[config.mk]
export PLATFORM = sky130hd
export DESIGN_NAME = serial_cmd_top
export DESIGN_NICKNAME = d
export VERILOG_FILES = /design/src/rtl/serial_line_pkg.sv /design/src/rtl/serial_data_pkg.sv /design/src/rtl/rs232_rcv.sv /design/src/rtl/serial_byte_fifo.sv /design/src/rtl/serial_cmd_parser.sv /design/src/rtl/serial_cmd_top.sv
export VERILOG_INCLUDE_DIRS = /design/src /design/src/rtl
export SDC_FILE = /design/constraint.sdc
export NUM_CORES = 1
export LEC_CHECK = 0
export BUFFER_PORTS_ARGS = -buffer_cell sky130_fd_sc_hd__buf_2
export CAP_MARGIN = 20
export CORE_UTILIZATION = 30
export CTS_BUF_LIST = sky130_fd_sc_hd__clkbuf_8
export DETAILED_ROUTE_END_ITERATION = 7
export SYNTH_ARGS = -nofsm -noshare
export SYNTH_HDL_FRONTEND = slang
export SYNTH_SLANG_ARGS = --single-unit
[constraint.sdc]
create_clock -name xclk -period 5.5 [get_ports xclk]
set_clock_uncertainty 0.15 [all_clocks]
set_input_delay 0.825 -clock xclk [delete_from_list [all_inputs] [get_ports xclk]]
set_output_delay 0.825 -clock xclk [all_outputs]
set_load 0.01 [all_outputs]
[src/rtl/serial_cmd_defines.svh]
`ifndef SERIAL_CMD_DEFINES_SVH
`define SERIAL_CMD_DEFINES_SVH

// **********************************************************
// Serial line timing
// **********************************************************

// Width of the half-bit period input, in xclk cycles.
`define SER_HALF_W 16

// **********************************************************
// Byte buffer
// **********************************************************

// The depth must stay a power of two so the pointers wrap on their own.
`define SER_FIFO_DEPTH 4
`define SER_FIFO_AW 2

// **********************************************************
// Command packets
// **********************************************************

// Address byte, then data low byte, then data high byte.
`define SER_PKT_BYTES 3

`endif

[src/rtl/serial_line_pkg.sv]
`include "serial_cmd_defines.svh"

package serial_line_pkg;

  // **********************************************************
  // Line timing
  // **********************************************************

  // Number of xclk cycles in half a bit on the line.
  typedef logic [`SER_HALF_W-1:0] half_period_t;

  // Half-bit counter of one frame. Values 19..0 cover a whole frame of
  // start, eight data bits and stop; 18 is loaded at the start strobe,
  // so the last count falls in the middle of the stop bit.
  typedef logic [4:0] bit_cnt_t;

  // **********************************************************
  // Receiver control
  // **********************************************************

  // wait_pause  line must stay idle for one frame, starts are ignored.
  // wait_start  armed for the next falling edge.
  // receiving   inside a frame.
  typedef enum logic [1:0] {
    wait_pause,
    wait_start,
    receiving
  } rx_state_t;

endpackage

[src/rtl/serial_data_pkg.sv]
`include "serial_cmd_defines.svh"

package serial_data_pkg;

  // **********************************************************
  // Received bytes and the byte buffer
  // **********************************************************

  typedef logic [7:0] byte_t;
  typedef logic [2:0] bit_pos_t;   // Bit position inside the byte being assembled.

  typedef logic [`SER_FIFO_AW-1:0] fifo_ptr_t;
  typedef logic [`SER_FIFO_AW:0]   fifo_cnt_t;  // One bit wider to hold a full count.

  // **********************************************************
  // Register commands
  // **********************************************************

  typedef logic [7:0]  reg_addr_t;
  typedef logic [15:0] reg_data_t;
  typedef logic [7:0]  drop_cnt_t;   // Saturates at 255.

  // Index of the next byte within a packet.
  typedef logic [1:0] pkt_idx_t;

  typedef enum logic [1:0] {
    idle,
    pop,
    take
  } parse_state_t;

endpackage

[src/rtl/rs232_rcv.sv]
`timescale 1ns/1ps

module rs232_rcv (
  input  logic                          xclk,
  input  logic                          reset_bit_duration,
  input  serial_line_pkg::half_period_t bit_half_period,
  input  logic                          ser_di,
  output logic                          ser_do,
  output logic                          ser_do_stb,
  output logic                          ts_stb,
  output logic                          frame_err
);
  import serial_line_pkg::*;

  logic [4:0]   ser_di_d;         // Raw line history for the filter.
  logic         ser_filt_di;
  logic         ser_filt_di_d;
  half_period_t bit_dur_cntr;
  logic         bit_half_end;
  bit_cnt_t     bit_cntr;
  rx_state_t    state;
  logic         pause_seen;       // A full idle frame went by since the last start.
  logic         start;
  logic         bit_hold;

  logic         wstart;
  logic         frame_end;
  logic         pause_rst;
  logic         reload_dur;
  logic         sample_bit;
  logic         shift_bit;

  // **********************************************************
  // Line filter
  // **********************************************************

  // The filtered line only moves after five equal samples.
  always_ff @(posedge xclk) begin
    ser_di_d <= {ser_di_d[3:0], ser_di};
    if (reset_bit_duration || &ser_di_d) begin
      ser_filt_di <= 1'b1;
    end else if (~|ser_di_d) begin
      ser_filt_di <= 1'b0;
    end
    if (reset_bit_duration) ser_filt_di_d <= 1'b1;
    else                    ser_filt_di_d <= ser_filt_di;
  end

  // **********************************************************
  // Half-bit timing
  // **********************************************************

  assign wstart    = (state == wait_start) && ser_filt_di_d && !ser_filt_di;
  assign frame_end = bit_half_end && (bit_cntr == '0);

  // Any low level restarts the idle count before the first pause.
  assign pause_rst  = ((state == wait_pause) && !ser_filt_di) ||
                      ((state == receiving) && frame_end);
  assign reload_dur = reset_bit_duration || start || bit_half_end || pause_rst;

  // Counts 2..16 (even) are the middles of data bits 7..0.
  assign sample_bit = (state == receiving) && bit_half_end && !bit_cntr[0] &&
                      (bit_cntr >= bit_cnt_t'(2)) && (bit_cntr <= bit_cnt_t'(16));

  // Each bit goes out at the next sample point, so that the last data bit
  // leaves together with the stop-bit check.
  assign shift_bit = (state == receiving) && bit_half_end && !bit_cntr[0] &&
                     (bit_cntr <= bit_cnt_t'(14));

  always_ff @(posedge xclk) begin
    if (reload_dur) bit_dur_cntr <= bit_half_period - 1'b1;  // Minimum period is 2.
    else            bit_dur_cntr <= bit_dur_cntr - 1'b1;
    bit_half_end <= (bit_dur_cntr == half_period_t'(1)) && !reload_dur;

    if (reset_bit_duration || pause_rst) begin
      bit_cntr <= bit_cnt_t'(19);
    end else if (start) begin
      bit_cntr <= bit_cnt_t'(18);
    end else if (bit_half_end && (bit_cntr != '0)) begin
      bit_cntr <= bit_cntr - 1'b1;                           // Holds at zero when idle.
    end
  end

  // **********************************************************
  // Frame control
  // **********************************************************

  always_ff @(posedge xclk) begin
    if (reset_bit_duration) begin
      state      <= wait_pause;
      pause_seen <= 1'b0;
      start      <= 1'b0;
      ts_stb     <= 1'b0;
      ser_do_stb <= 1'b0;
      frame_err  <= 1'b0;
    end else begin
      start      <= wstart;
      ts_stb     <= wstart && pause_seen;
      ser_do_stb <= shift_bit;
      frame_err  <= (state == receiving) && frame_end && !ser_filt_di;

      if (start) begin
        pause_seen <= 1'b0;
      end else if ((state != receiving) && frame_end && ser_filt_di) begin
        pause_seen <= 1'b1;
      end

      case (state)
        wait_pause: if (frame_end && ser_filt_di) state <= wait_start;
        wait_start: if (start) state <= receiving;
        receiving:  if (frame_end) state <= wait_start;
        default:    state <= wait_pause;
      endcase
    end
  end

  always_ff @(posedge xclk) begin
    if (sample_bit) bit_hold <= ser_filt_di;
    if (shift_bit)  ser_do <= bit_hold;   // Least significant bit first.
  end

endmodule

[src/rtl/serial_byte_fifo.sv]
`timescale 1ns/1ps
`include "serial_cmd_defines.svh"

module serial_byte_fifo (
  input  logic                   xclk,
  input  logic                   reset_bit_duration,
  input  logic                   ser_do,
  input  logic                   ser_do_stb,
  input  logic                   ts_stb,
  input  logic                   frame_err,
  input  logic                   fifo_pop,
  output logic                   fifo_empty,
  output serial_data_pkg::byte_t head_byte,
  output logic                   head_first,
  output logic                   head_err,
  output logic                   overflow
);
  import serial_data_pkg::*;

  byte_t     shift_byte;
  bit_pos_t  bit_pos;
  logic      first_pend;    // Set from ts_stb until its byte is stored.
  logic      wr_req;
  logic      wr_err;

  byte_t     mem_byte  [`SER_FIFO_DEPTH];
  logic      mem_first [`SER_FIFO_DEPTH];
  logic      mem_err   [`SER_FIFO_DEPTH];
  fifo_ptr_t wr_ptr;
  fifo_ptr_t rd_ptr;
  fifo_cnt_t count;
  logic      full;
  logic      push;

  // **********************************************************
  // Byte assembly
  // **********************************************************

  always_ff @(posedge xclk) begin
    if (ser_do_stb) shift_byte <= {ser_do, shift_byte[7:1]};
  end

  always_ff @(posedge xclk) begin
    if (reset_bit_duration) begin
      bit_pos    <= '0;
      first_pend <= 1'b0;
      wr_req     <= 1'b0;
      wr_err     <= 1'b0;
    end else begin
      // A bad stop bit closes the byte no matter how many bits arrived.
      wr_req <= (ser_do_stb && (bit_pos == bit_pos_t'(7))) || frame_err;
      wr_err <= frame_err;
      if (frame_err) begin
        bit_pos <= '0;
      end else if (ser_do_stb) begin
        bit_pos <= bit_pos + 1'b1;                 // Wraps to zero after the eighth bit.
      end
      if (ts_stb) first_pend <= 1'b1;
      else if (wr_req) first_pend <= 1'b0;
    end
  end

  // **********************************************************
  // Four-entry circular buffer
  // **********************************************************

  assign full       = (count == fifo_cnt_t'(`SER_FIFO_DEPTH));
  assign push       = wr_req && !full;
  assign fifo_empty = (count == '0);
  assign head_byte  = mem_byte[rd_ptr];
  assign head_first = mem_first[rd_ptr];
  assign head_err   = mem_err[rd_ptr];

  always_ff @(posedge xclk) begin
    if (push) begin
      mem_byte[wr_ptr]  <= shift_byte;
      mem_first[wr_ptr] <= first_pend;
      mem_err[wr_ptr]   <= wr_err;
    end
  end

  always_ff @(posedge xclk) begin
    if (reset_bit_duration) begin
      wr_ptr   <= '0;
      rd_ptr   <= '0;
      count    <= '0;
      overflow <= 1'b0;
    end else begin
      if (push)     wr_ptr <= wr_ptr + 1'b1;
      if (fifo_pop) rd_ptr <= rd_ptr + 1'b1;
      case ({push, fifo_pop})
        2'b10:   count <= count + 1'b1;
        2'b01:   count <= count - 1'b1;
        default: count <= count;
      endcase
      if (wr_req && full) overflow <= 1'b1;  // Byte is lost, flag stays until reset.
    end
  end

endmodule

[src/rtl/serial_cmd_parser.sv]
`timescale 1ns/1ps
`include "serial_cmd_defines.svh"

module serial_cmd_parser (
  input  logic                       xclk,
  input  logic                       reset_bit_duration,
  input  logic                       fifo_empty,
  input  serial_data_pkg::byte_t     head_byte,
  input  logic                       head_first,
  input  logic                       head_err,
  output logic                       fifo_pop,
  output logic                       wr_stb,
  output serial_data_pkg::reg_addr_t wr_addr,
  output serial_data_pkg::reg_data_t wr_data,
  output serial_data_pkg::drop_cnt_t drop_count
);
  import serial_data_pkg::*;

  parse_state_t state;
  pkt_idx_t     byte_idx;
  logic         pkt_bad;      // Some byte of this packet had a stop-bit error.
  byte_t        data_lo;
  logic         last_byte;
  logic         good_pkt;
  logic         drop;

  assign fifo_pop  = (state == pop);
  assign last_byte = (byte_idx == pkt_idx_t'(`SER_PKT_BYTES - 1));

  // **********************************************************
  // Packet decisions on the popped byte
  // **********************************************************

  assign good_pkt = fifo_pop && !head_first && last_byte && !pkt_bad && !head_err;

  // A new packet start cuts off an unfinished one. A stray byte with no
  // packet open is thrown away.
  assign drop = fifo_pop &&
                ((head_first && (byte_idx != '0)) ||
                 (!head_first && (byte_idx == '0)) ||
                 (!head_first && last_byte && (pkt_bad || head_err)));

  always_ff @(posedge xclk) begin
    if (reset_bit_duration) begin
      state      <= idle;
      byte_idx   <= '0;
      pkt_bad    <= 1'b0;
      wr_stb     <= 1'b0;
      drop_count <= '0;
    end else begin
      wr_stb <= good_pkt;
      if (drop && (drop_count != '1)) drop_count <= drop_count + 1'b1;

      case (state)
        idle:    if (!fifo_empty) state <= pop;
        pop:     state <= take;
        take:    state <= idle;      // Lets the FIFO count settle.
        default: state <= idle;
      endcase

      if (fifo_pop) begin
        if (head_first) begin
          byte_idx <= pkt_idx_t'(1);
          pkt_bad  <= head_err;
        end else if (byte_idx != '0) begin
          if (last_byte) begin
            byte_idx <= '0;
          end else begin
            byte_idx <= byte_idx + 1'b1;
            pkt_bad  <= pkt_bad | head_err;
          end
        end
      end
    end
  end

  // Address and data words.
  always_ff @(posedge xclk) begin
    if (fifo_pop && head_first) wr_addr <= head_byte;
    if (fifo_pop && !head_first && (byte_idx != '0) && !last_byte) data_lo <= head_byte;
    if (good_pkt) wr_data <= {head_byte, data_lo};   // High byte arrives last.
  end

endmodule

[src/rtl/serial_cmd_top.sv]
`timescale 1ns/1ps

module serial_cmd_top (
  input  logic                          xclk,
  input  logic                          reset_bit_duration,
  input  serial_line_pkg::half_period_t bit_half_period,
  input  logic                          ser_di,
  output logic                          wr_stb,
  output serial_data_pkg::reg_addr_t    wr_addr,
  output serial_data_pkg::reg_data_t    wr_data,
  output serial_data_pkg::drop_cnt_t    drop_count,
  output logic                          overflow
);
  import serial_data_pkg::*;

  logic  ser_do;
  logic  ser_do_stb;
  logic  ts_stb;
  logic  frame_err;
  logic  fifo_empty;
  logic  fifo_pop;
  byte_t head_byte;
  logic  head_first;
  logic  head_err;

  // Line side. Bits, first-byte marks and stop errors.
  rs232_rcv u_rcv (
    .xclk               (xclk),
    .reset_bit_duration (reset_bit_duration),
    .bit_half_period    (bit_half_period),
    .ser_di             (ser_di),
    .ser_do             (ser_do),
    .ser_do_stb         (ser_do_stb),
    .ts_stb             (ts_stb),
    .frame_err          (frame_err)
  );

  serial_byte_fifo u_fifo (
    .xclk               (xclk),
    .reset_bit_duration (reset_bit_duration),
    .ser_do             (ser_do),
    .ser_do_stb         (ser_do_stb),
    .ts_stb             (ts_stb),
    .frame_err          (frame_err),
    .fifo_pop           (fifo_pop),
    .fifo_empty         (fifo_empty),
    .head_byte          (head_byte),
    .head_first         (head_first),
    .head_err           (head_err),
    .overflow           (overflow)
  );

  serial_cmd_parser u_parser (
    .xclk               (xclk),
    .reset_bit_duration (reset_bit_duration),
    .fifo_empty         (fifo_empty),
    .head_byte          (head_byte),
    .head_first         (head_first),
    .head_err           (head_err),
    .fifo_pop           (fifo_pop),
    .wr_stb             (wr_stb),
    .wr_addr            (wr_addr),
    .wr_data            (wr_data),
    .drop_count         (drop_count)
  );

endmodule

==> results summary, run 1 <==
The flow ran to the end, and the final reports show no timing, DRC or antenna violations. The die covers between 0.02 and 0.025 mm^2. The number of antenna diodes came out at 0.

The post-synthesis compound-gate area fraction is 0.0517. Counting flops with an async set or reset pin after synthesis yields a share of 0. In this run the count of I/O pins placed on the die edge is 53. The most common flop cell mapped by yosys is sky130_fd_sc_hd__edfxtp_1. The delay contributed by the slowest stage of the critical path came out at 700 ps. The CTS H-tree depth came out at 4. After clock tree synthesis, the flow added hold-fix buffers numbering 0. The setup TNS came out at 0 ps. The total count of max-transition violations in the final report came out at 0. The floorplan step defined a core boundary enclosing 0.0190 mm^2. Routability-driven placement finished with a final weighted congestion of 0.807. The cell sitting at the root of the clock tree is a sky130_fd_sc_hd__clkbuf_8. The total overflow left after global routing is 0. The worst setup path is captured at a flip-flop.

The area occupied by multi-input gates came out at 0.00201 mm^2. STA classifies the critical path startpoint as a flip-flop. Traced cell by cell, the critical path runs through mux2_2 > mux2i_1 > ha_1 > o21a_1 > or4_1 > a21oi_1. After detailed routing, the number of vias per cell comes to 4.53. The smallest hold slack is 215 ps. The transition at the pin with the smallest max-transition slack is 800 ps. The share of the cycle needed by the critical path after routing is 0.520. The number of violations of the max-capacitance limit is 0. The main combinational cell family by area after synthesis is simple AND/OR/NAND/NOR gates. The area fraction in and, or, nand and nor cells after synthesis is 0.141. The starting DRC count in detailed routing came out at 175. The net switching power of the design came out at 0.525 mW.

The final hold violation count was 0. The floorplan row count came out at 50. The adder and majority cell fraction of the synthesized area is 0.0352.

Headroom to the max-slew limit came out at 0.459. Setup repair after global routing left no endpoint under its margin. Leaving out fill and tap cells, the most frequent cells in the layout are sky130_fd_sc_hd__edfxtp_1 (82), sky130_fd_sc_hd__dfxtp_1 (66), sky130_fd_sc_hd__buf_2 (52). The count of buffers added on input and output ports is 52.

The overall die height is 142 um. The endpoint identified for the worst register-to-register timing path is u_parser.drop_count[4]$_SDFFE_PP0P_. The slack of the critical path came out at roughly 2600 ps.

Once layout is complete, the utilization of the core stands at 0.361. The depth of the most critical reg-to-reg path came out at 6. The maximum ir drop on the vdd rail is 0.154 mV. The achievable frequency is 0.350 GHz. The worst-case register-to-register setup slack is approximately 2600 ps. The first-pass GRT wire length came out at 16.9 mm. TritonCTS built the clock tree. The min-delay analysis places its worst path in the category flip-flop to flip-flop. The pre-CTS setup slack is 2640 ps. The total chip power is 2.07 mW. At the worst endpoint, the arrival time is slightly above 3000 ps. The number of cells traversed by the worst hold path is 0. The vias after detailed routing is between 3000 and 4000. After the flow finishes, the layout carries non-filler instances totaling 797. The filler cell count in the final layout is 1895.

Clock-pin slew was measured on the worst setup and hold paths at 100 ps. Dividing the detail-routed wire length by the instance count gives 12.2 um. Leaving out fill and tap cells, the most frequent cell in the layout is sky130_fd_sc_hd__edfxtp_1.

The number of distinct library cells after synthesis is 51. The switching power share of the total is 0.253. The cell area after layout is 0.00686 mm^2. The post-synthesis to final-layout area growth came out at 16.2%. The aggregate routed wire length came out at 9.71 mm. Gates resized during post-CTS repair numbered 0. The post-synthesis instance area came out at 0.00590 mm^2. The half-perimeter wire length of the detailed placement result came out at 6.63 mm.

The final layout contains 559 nets. Entering global routing, the biggest net connects 42 pins. The maximum fanout count along the critical path is 13. No sink is reached through more buffers than the 2 on the longest clock path. When the netlist entered floorplanning its net count stood at approximately 500. The sequential share of the synthesized area came out at 0.641. The cell type of the slowest stage on the worst timing path is sky130_fd_sc_hd__dfxtp_1.

The worst path in the final design needs a cycle of 2860 ps, including I/O delays and setup. The number of nets with antenna violations after routing is 0. The post-placement cell count is 765. The total number of clock tree sinks came out at 148. The internal power came out at roughly 1.5 mW. The post-synthesis instance total came out at 460. The startpoint-to-endpoint class of the critical path is flip-flop to flip-flop. For the worst-skew pair, the clock arrives at the later sink with an insertion delay of roughly 450 ps.

The leakage power of the design came out at 2.35 nW. Buffers inserted during clock tree synthesis total 17. The count of synthesis-stage warnings from yosys came out at 0. The clock power share came out at 0.390. In the global route stage, overall resource usage came out at 0.108.

The die extent in x came out at roughly 140 um. Across the whole layout, storage elements account for 0.00378 mm^2. The setup fix buffers added after clock tree synthesis came out at 0.

In this run, synthesis inferred 82 flip-flops with an integrated enable. The XOR/XNOR share of the synthesized area came out at 0.0549. In the routed design, unresolved DRC markers number 0.

The number of antenna violations at the first check in global routing was 0. The number of search-and-repair iterations in the first detailed-routing pass is 4. The launch instance of the worst min-delay path is u_rcv.ser_di_d[3]$_DFF_P_. The endpoint of the worst hold-timing path is u_rcv.ser_di_d[4]$_DFF_P_. The effective utilization at floorplan is 0.310. Summing all placed instances gives a cell area of 0.00647 mm^2. Counting flops and latches in the post-synthesis netlist gives 148. The data required time at the worst endpoint is 5740 ps. The share of power burned in combinational logic came out at 0.036. The portion of total power attributed to sequential cells is 0.574. The count of endpoints failing setup in the final report is 0.

The synthesized area divided by synthesized cell count came out at 12.8 um^2. The fraction of synthesized area in multiplexers is 0.0566. The layout cell share with drive strength beyond 1 is 0.188. The via count of the first global-routing pass was about 3600. The power per cell area is 302 mW/mm^2.
==> Yosys cell counts (5+ instances only) <==
| master | instances | area, um^2 |
|---|---|---|
| sky130_fd_sc_hd__and2_1 | 6 | 37.5 |
| sky130_fd_sc_hd__o21ai_0 | 17 | 85.1 |
| sky130_fd_sc_hd__mux4_2 | 8 | 180 |
| sky130_fd_sc_hd__nand3_1 | 7 | 35.0 |
| sky130_fd_sc_hd__edfxtp_1 | 82 | 2460 |
| sky130_fd_sc_hd__inv_1 | 17 | 63.8 |
| sky130_fd_sc_hd__nor4_1 | 8 | 50.1 |
| sky130_fd_sc_hd__xnor2_1 | 24 | 210 |
| sky130_fd_sc_hd__nand2_1 | 22 | 82.6 |
| sky130_fd_sc_hd__nand3b_1 | 5 | 37.5 |
| sky130_fd_sc_hd__mux2i_1 | 12 | 120 |
| sky130_fd_sc_hd__nor2_1 | 44 | 165 |
| sky130_fd_sc_hd__nor2b_1 | 7 | 43.8 |
| sky130_fd_sc_hd__a21oi_1 | 15 | 75.1 |
| sky130_fd_sc_hd__xor2_1 | 13 | 114 |
| sky130_fd_sc_hd__ha_1 | 15 | 188 |
| sky130_fd_sc_hd__nand2b_1 | 11 | 68.8 |
| sky130_fd_sc_hd__or3_1 | 7 | 43.8 |
| sky130_fd_sc_hd__dfxtp_1 | 66 | 1320 |
| sky130_fd_sc_hd__nor3_1 | 21 | 105 |
==> metal layers <==
metal | GRT usage | wire length [um] | vias to the layer above
li1 | - | - | 1807
met1 | 0.120 | 4330 | 1724
met2 | 0.189 | 4880 | 69
met3 | 0.0293 | 386 | 13
met4 | 0.0538 | 117 | 0
met5 | 0 | 0 | -
==> registers in the layout, summed over array words and instances (netlist names), 3 cells and up, named ones only <==
signal	flops
u_fifo.mem_byte	32
u_parser.wr_data	16
u_rcv.bit_dur_cntr	16
u_fifo.shift_byte	8
u_parser.data_lo	8
u_parser.drop_count	8
u_parser.wr_addr	8
u_rcv.bit_cntr	5
u_rcv.ser_di_d	5
u_fifo.mem_err	4
u_fifo.mem_first	4
u_fifo.bit_pos	3
u_fifo.count	3
==> cell type report <==
class | instances | share of cell area
Tap cell | 260 | 0.0474
Multi-Input combinational cell | 284 | 0.293
Clock inverter | 15 | 0.0224
Sequential cell | 148 | 0.552
Timing Repair Buffer | 55 | 0.0412
Inverter | 18 | 0.00985
Clock buffer | 17 | 0.0341
==> cells by family after synthesis <==
group	count (synthesis)
compound gates	50
xor+xnor	37
fa+ha+maj	16
buf+inv	28
flops	148
mux	23
simple gates	158
==> worst max-delay path, delay by kind of cell, from the launching register on <==
kind / cells / cell delay, ps
compound gates: 2 / 380
mux: 2 / 760
simple gates: 1 / 500
fa+ha+maj: 1 / 300
flops: 1 / 700
==> how the worst max path moves through the flow <==
stage | depth (start not counted) | startpoint | end
CTS | 6 | flip-flop | u_parser.drop_count[4]$_SDFFE_PP0P_
finish | 6 | flip-flop | u_parser.drop_count[4]$_SDFFE_PP0P_
global route | 6 | flip-flop | u_parser.drop_count[4]$_SDFFE_PP0P_
global placement | 4 | flip-flop | u_parser.wr_data[11]$_DFFE_PP_
floorplan | 7 | bit_half_period[0] | u_rcv.bit_dur_cntr[14]$_DFF_P_
detailed placement | 6 | flip-flop | u_parser.drop_count[4]$_SDFFE_PP0P_
==> power by group through the flow <==
stage	registers (mW)	logic [mW]	clock network (mW)
finish	1.19	0.0737	0.809
detailed placement	1.22	0.0746	0
global route	1.19	0.0858	0.887
floorplan	1.21	0.0519	0
global placement	1.21	0.0727	0
CTS	1.19	0.0753	0.838
Power figures use the tool's default switching activity.
==> inputs of run 2 (changes only) <==
--- a/config.mk
+++ b/config.mk
@@ -6,6 +6,7 @@
 export SDC_FILE = /design/constraint.sdc
 export NUM_CORES = 1
 export LEC_CHECK = 0
+export ABC_AREA = 1
 export BUFFER_PORTS_ARGS = -buffer_cell sky130_fd_sc_hd__buf_2
 export CAP_MARGIN = 20
 export CORE_UTILIZATION = 30
==> constraint.sdc (replaced) <==
create_clock -name xclk -period 2.4 [get_ports xclk]
set_clock_uncertainty 0.15 [all_clocks]
set_input_delay 0.36 -clock xclk [delete_from_list [all_inputs] [get_ports xclk]]
set_output_delay 0.36 -clock xclk [all_outputs]
set_load 0.01 [all_outputs]
==> run 2 against run 1 <==
Effect of this change:
- synthesized area increased by 4.6%
- non-clock buffer count grew 11
- first-iteration DRC count is 33% higher
- critical path depth increased by 4
- final area up 4.7%
- clock power up 130%
- critical endpoint is now u_fifo.count[2]$_SDFFE_PP0P_
- via count grew 12%
==> results summary, run 2 <==
Run status: complete, no violations (unchanged). The number of antenna diodes is 0 (unchanged). The number of synthesized register bits is 148 (unchanged).

The clock-pin slew reported for the worst setup and hold paths after clock tree synthesis is 90 ps (was 100 ps). The most numerous cell type found on the critical path is sky130_fd_sc_hd__inv_1. The data required time at the worst endpoint was 2580 ps (was 5740 ps).

The synthesized area divided by synthesized cell count is 10.2 um^2 (was 12.8 um^2). The count of endpoints failing setup in the final report was 0 (unchanged). The total number of cells along the worst setup path came out at 10 (was 6).

The met1 layer wirelength in the final routing came out at 4.91 mm (was 4.33 mm). The delay contributed by the slowest stage of the critical path is 370 ps (was 700 ps). The detailed-routed wire length on met3 was 375 um (was 386 um). The post-synthesis to final-layout area growth came to 16.2% (about the same). The maximum ir drop on the vdd rail came out at 0.317 mV (was 0.154 mV). The number of nets with antenna violations after routing came out at 0 (unchanged). The final hold violation count was 0 (unchanged). The depth of the most critical reg-to-reg path was 10 (was 6). The CTS H-tree depth came to 4 (unchanged).

RSZ-0062 raised after global routing: no (unchanged). The effective utilization at floorplan was 0.305 (was 0.310). The total nets after synthesis is 640 (was 495). Highest-count cells in the layout ignoring fill and taps: sky130_fd_sc_hd__nand2_1 (98), sky130_fd_sc_hd__nor2_1 (83), sky130_fd_sc_hd__edfxtp_1 (82) (was sky130_fd_sc_hd__edfxtp_1 (82), sky130_fd_sc_hd__dfxtp_1 (66), sky130_fd_sc_hd__buf_2 (52)). The count of synthesis-stage warnings from yosys came out at 0 (unchanged). The number of buffers on the longest clock path is 2 (unchanged). Commonest cells in the synthesized netlist: sky130_fd_sc_hd__nand2_1 (98), sky130_fd_sc_hd__nor2_1 (83), sky130_fd_sc_hd__edfxtp_1 (82) (was sky130_fd_sc_hd__edfxtp_1 (82), sky130_fd_sc_hd__dfxtp_1 (66), sky130_fd_sc_hd__nor2_1 (44)). The transition at the pin with the smallest max-transition slack was 514 ps (was 800 ps). The first-pass GRT wire length was 17.4 mm (was 16.9 mm). The layout cell share with drive strength beyond 1 came out at 0.179 (was 0.188). The final global-route overflow total is 0 (unchanged). The total number of clock tree sinks is 148 (unchanged).

The detailed route wirelength on metal2 came out at 4.83 mm (was 4.88 mm). The routed wirelength normalized by instance count came out at 10.7 um (was 12.2 um). Largest registers: u_fifo.mem_byte (32), u_parser.wr_data (16), u_rcv.bit_dur_cntr (16) (unchanged). The most area-hungry cell type in the Yosys netlist is sky130_fd_sc_hd__edfxtp_1 (unchanged). The share of the cycle needed by the critical path after routing is 0.866 (was 0.520). The TritonCTS clock tree was yes (unchanged). The routability-driven placement congestion ratio is 0.808 (was 0.807). The type of element capturing the critical path is a flip-flop (unchanged). The async set-reset flop share out of synthesis is 0 (unchanged). The leakage power of the design is 2.77 nW (was 2.35 nW). The kind of launch point of the worst setup path is a flip-flop (unchanged).

The floorplan row count came to 52 (was 50). The aggregate routed wire length is 10.3 mm (was 9.71 mm). The cell at the root of the clock tree is sky130_fd_sc_hd__clkbuf_8 (unchanged). The clock insertion delay at the later pin of the skew report came out at 440 ps (was 450 ps). The I/O pin count is 53 (unchanged). The total count of max-transition violations in the final report is 0 (unchanged). The number of enable flip-flop cells after synthesis came to 82 (unchanged). The number of nets in the layout is 714 (was 559). The via count of the first global-routing pass is 3681 (was 3627). The standard cell core area came out at 0.0202 mm^2 (was 0.0190 mm^2). The number of antenna violations at the first check in global routing is 0 (unchanged). The most common flop cell mapped by yosys is sky130_fd_sc_hd__edfxtp_1 (unchanged).

The launch instance of the worst min-delay path is bit_half_period[0] (was u_rcv.ser_di_d[3]$_DFF_P_). The CTS buffer count is 17 (unchanged). The startpoint-to-endpoint class of the critical path is flip-flop to flip-flop (unchanged). The library cell with the highest instance count after synthesis was sky130_fd_sc_hd__nand2_1 (was sky130_fd_sc_hd__edfxtp_1). The number of flip-flops in the largest register came to 32 (unchanged).

The die outline area came out at 0.0212 mm^2 (was 0.0202 mm^2). The uppermost metal layer occupied by signal nets is met4 (unchanged). The worst hold path class is input port to flip-flop (was flip-flop to flip-flop). The family with the most delay on the worst path is compound AO/OA/AOI/OAI gates (was multiplexers). The minimum clock period was 2080 ps (was 2860 ps). The power per cell area came out at 696 mW/mm^2 (was 302 mW/mm^2). The vias after detailed routing came out at 4055 (was 3613). The cell type of the slowest stage on the worst timing path is sky130_fd_sc_hd__fa_1 (was sky130_fd_sc_hd__dfxtp_1). The number of cells traversed by the worst hold path came out at 4 (was 0). The slack of the critical path is 322 ps (was 2640 ps). The pre-CTS setup slack came out at 319 ps (was 2640 ps). The post-detailed-route DRC marker count came out at 0 (unchanged).

The largest net degree at the start of global routing is 28 (was 42). The post-detailed-route via-to-cell ratio came to 4.22 (was 4.53). In this run the worst setup path begins at u_fifo.count[1]$_SDFFE_PP0P_. Crit-path cells: inv_1 > a31oi_1 > inv_1 > ha_1 > inv_1 > fa_1 > a21oi_1 > o21ai_0 > o21ai_0 > a21oi_1 (was mux2_2 > mux2i_1 > ha_1 > o21a_1 > or4_1 > a21oi_1). The count of port buffers added during placement came to 52 (unchanged).

The achievable frequency came to 0.481 GHz (was 0.350 GHz). The data arrival time of the critical path is 2260 ps (was 3100 ps). The combined buffer and inverter count along the critical path came out at 3 (was 0). The setup TNS came out at 0 ps (unchanged). The half-perimeter wire length of the detailed placement result is 7.10 mm (was 6.63 mm). The number of search-and-repair iterations in the first detailed-routing pass came out at 6 (was 4). The starting DRC count in detailed routing is 233 (was 175).

Top cells by area in the synthesized netlist: sky130_fd_sc_hd__edfxtp_1 (40%), sky130_fd_sc_hd__dfxtp_1 (21%), sky130_fd_sc_hd__nand2_1 (6.0%) (was sky130_fd_sc_hd__edfxtp_1 (42%), sky130_fd_sc_hd__dfxtp_1 (22%), sky130_fd_sc_hd__xnor2_1 (3.6%)). The register with the most flip-flops is u_fifo.mem_byte (unchanged). The post-synthesis instance area came out at 0.00618 mm^2 (was 0.00590 mm^2). The die extent in x came out at 145 um (was 142 um). The post-synthesis instance total came out at 605 (was 460). The area share of the largest cell type after synthesis came out at 0.399 (was 0.417). The leading cell type in the layout, fill and taps excluded is sky130_fd_sc_hd__nand2_1 (was sky130_fd_sc_hd__edfxtp_1).

The maximum fanout count along the critical path came to 7 (was 13). The number of violations of the max-capacitance limit came out at 0 (unchanged). The overall die height is 145 um (was 142 um). The overall global routing resource usage was 0.104 (was 0.108).

The number of distinct library cells after synthesis is 37 (was 51). The worst relative slew slack was 0.657 (was 0.459). The beginning of the worst register-to-register path is u_fifo.count[1]$_SDFFE_PP0P_. The sequential share of the synthesized area came out at 0.613 (was 0.641).
[run 2: cell count changes in the layout (fill, tap and decap cells not counted), moves of 12 or more]
cell / previous run / this run
sky130_fd_sc_hd__xnor2_1: 24 / 12
sky130_fd_sc_hd__nor2_1: 44 / 83
sky130_fd_sc_hd__nand3_1: 7 / 20
sky130_fd_sc_hd__inv_1: 17 / 67
sky130_fd_sc_hd__mux2i_1: 12 / 0
sky130_fd_sc_hd__nand2_1: 22 / 98
[run 2: final cells by class]
class | instances | area, um^2
tap | 270 | 338
sequential | 148 | 3780
clock inverter | 15 | 144
multi-input combinational | 377 | 2050
clock buffer | 17 | 234
timing repair buffer | 66 | 368
fill | 2035 | 13100
inverter | 69 | 259
[run 2: kinds of logic after synthesis]
group / count (synthesis) / synth area share
buf+inv: 80 / 0.0551
simple gates: 251 / 0.186
flops: 148 / 0.613
compound gates: 80 / 0.0701
fa+ha+maj: 16 / 0.0336
xor+xnor: 30 / 0.0425
[run 2: stage by stage]
step | hold slack, ps | std cells | power, mW | util | cell area [um^2]
finish | 74.7 | 962 | 4.99 | 0.355 | 7180
floorplan | 193 | 605 | 3.11 | - | 6180
global route | 76.1 | 962 | 5.25 | 0.355 | 7180
CTS | 40.0 | 962 | 5.06 | 0.355 | 7180
global placement | 205 | 929 | 3.20 | 0.336 | 6790
detailed placement | 207 | 929 | 3.21 | 0.336 | 6790
[run 2: power breakdown]
group          switching (mW)  internal (mW)
Sequential             0.0546           2.72
Combinational           0.230          0.140
Clock                   0.997          0.849
Total                    1.28           3.71
[run 2: timing repair]
item	in CTS	in global routing
hold buffers	1	0
hold endpoints to repair	1	0
gates resized for setup	0	0
setup buffers	0	0
endpoints found under the setup margin	0	0
[run 2: tightest hold or removal path, stage by stage]
cell                      delay (ps)
sky130_fd_sc_hd__buf_2            90
sky130_fd_sc_hd__inv_1            50
sky130_fd_sc_hd__nand2_1          60
sky130_fd_sc_hd__o21ai_1          50
[run 2: worst paths after layout]
| path | end | slack (ps) |
|---|---|---|
| worst max register to register | u_fifo.count[2]$_SDFFE_PP0P_ | 320 |
| worst max-delay path | u_fifo.count[2]$_SDFFE_PP0P_ | 320 |
| worst min-delay path | u_rcv.bit_dur_cntr[0]$_DFF_P_ | 70 |
| worst min register to register | u_rcv.ser_di_d[3]$_DFF_P_ | 210 |
[run 2: routing by layer]
metal,vias up,global-route usage
li1,2166,-
met4,0,0.0395
met5,-,0
met3,8,0.0335
met2,72,0.167
met1,1809,0.130
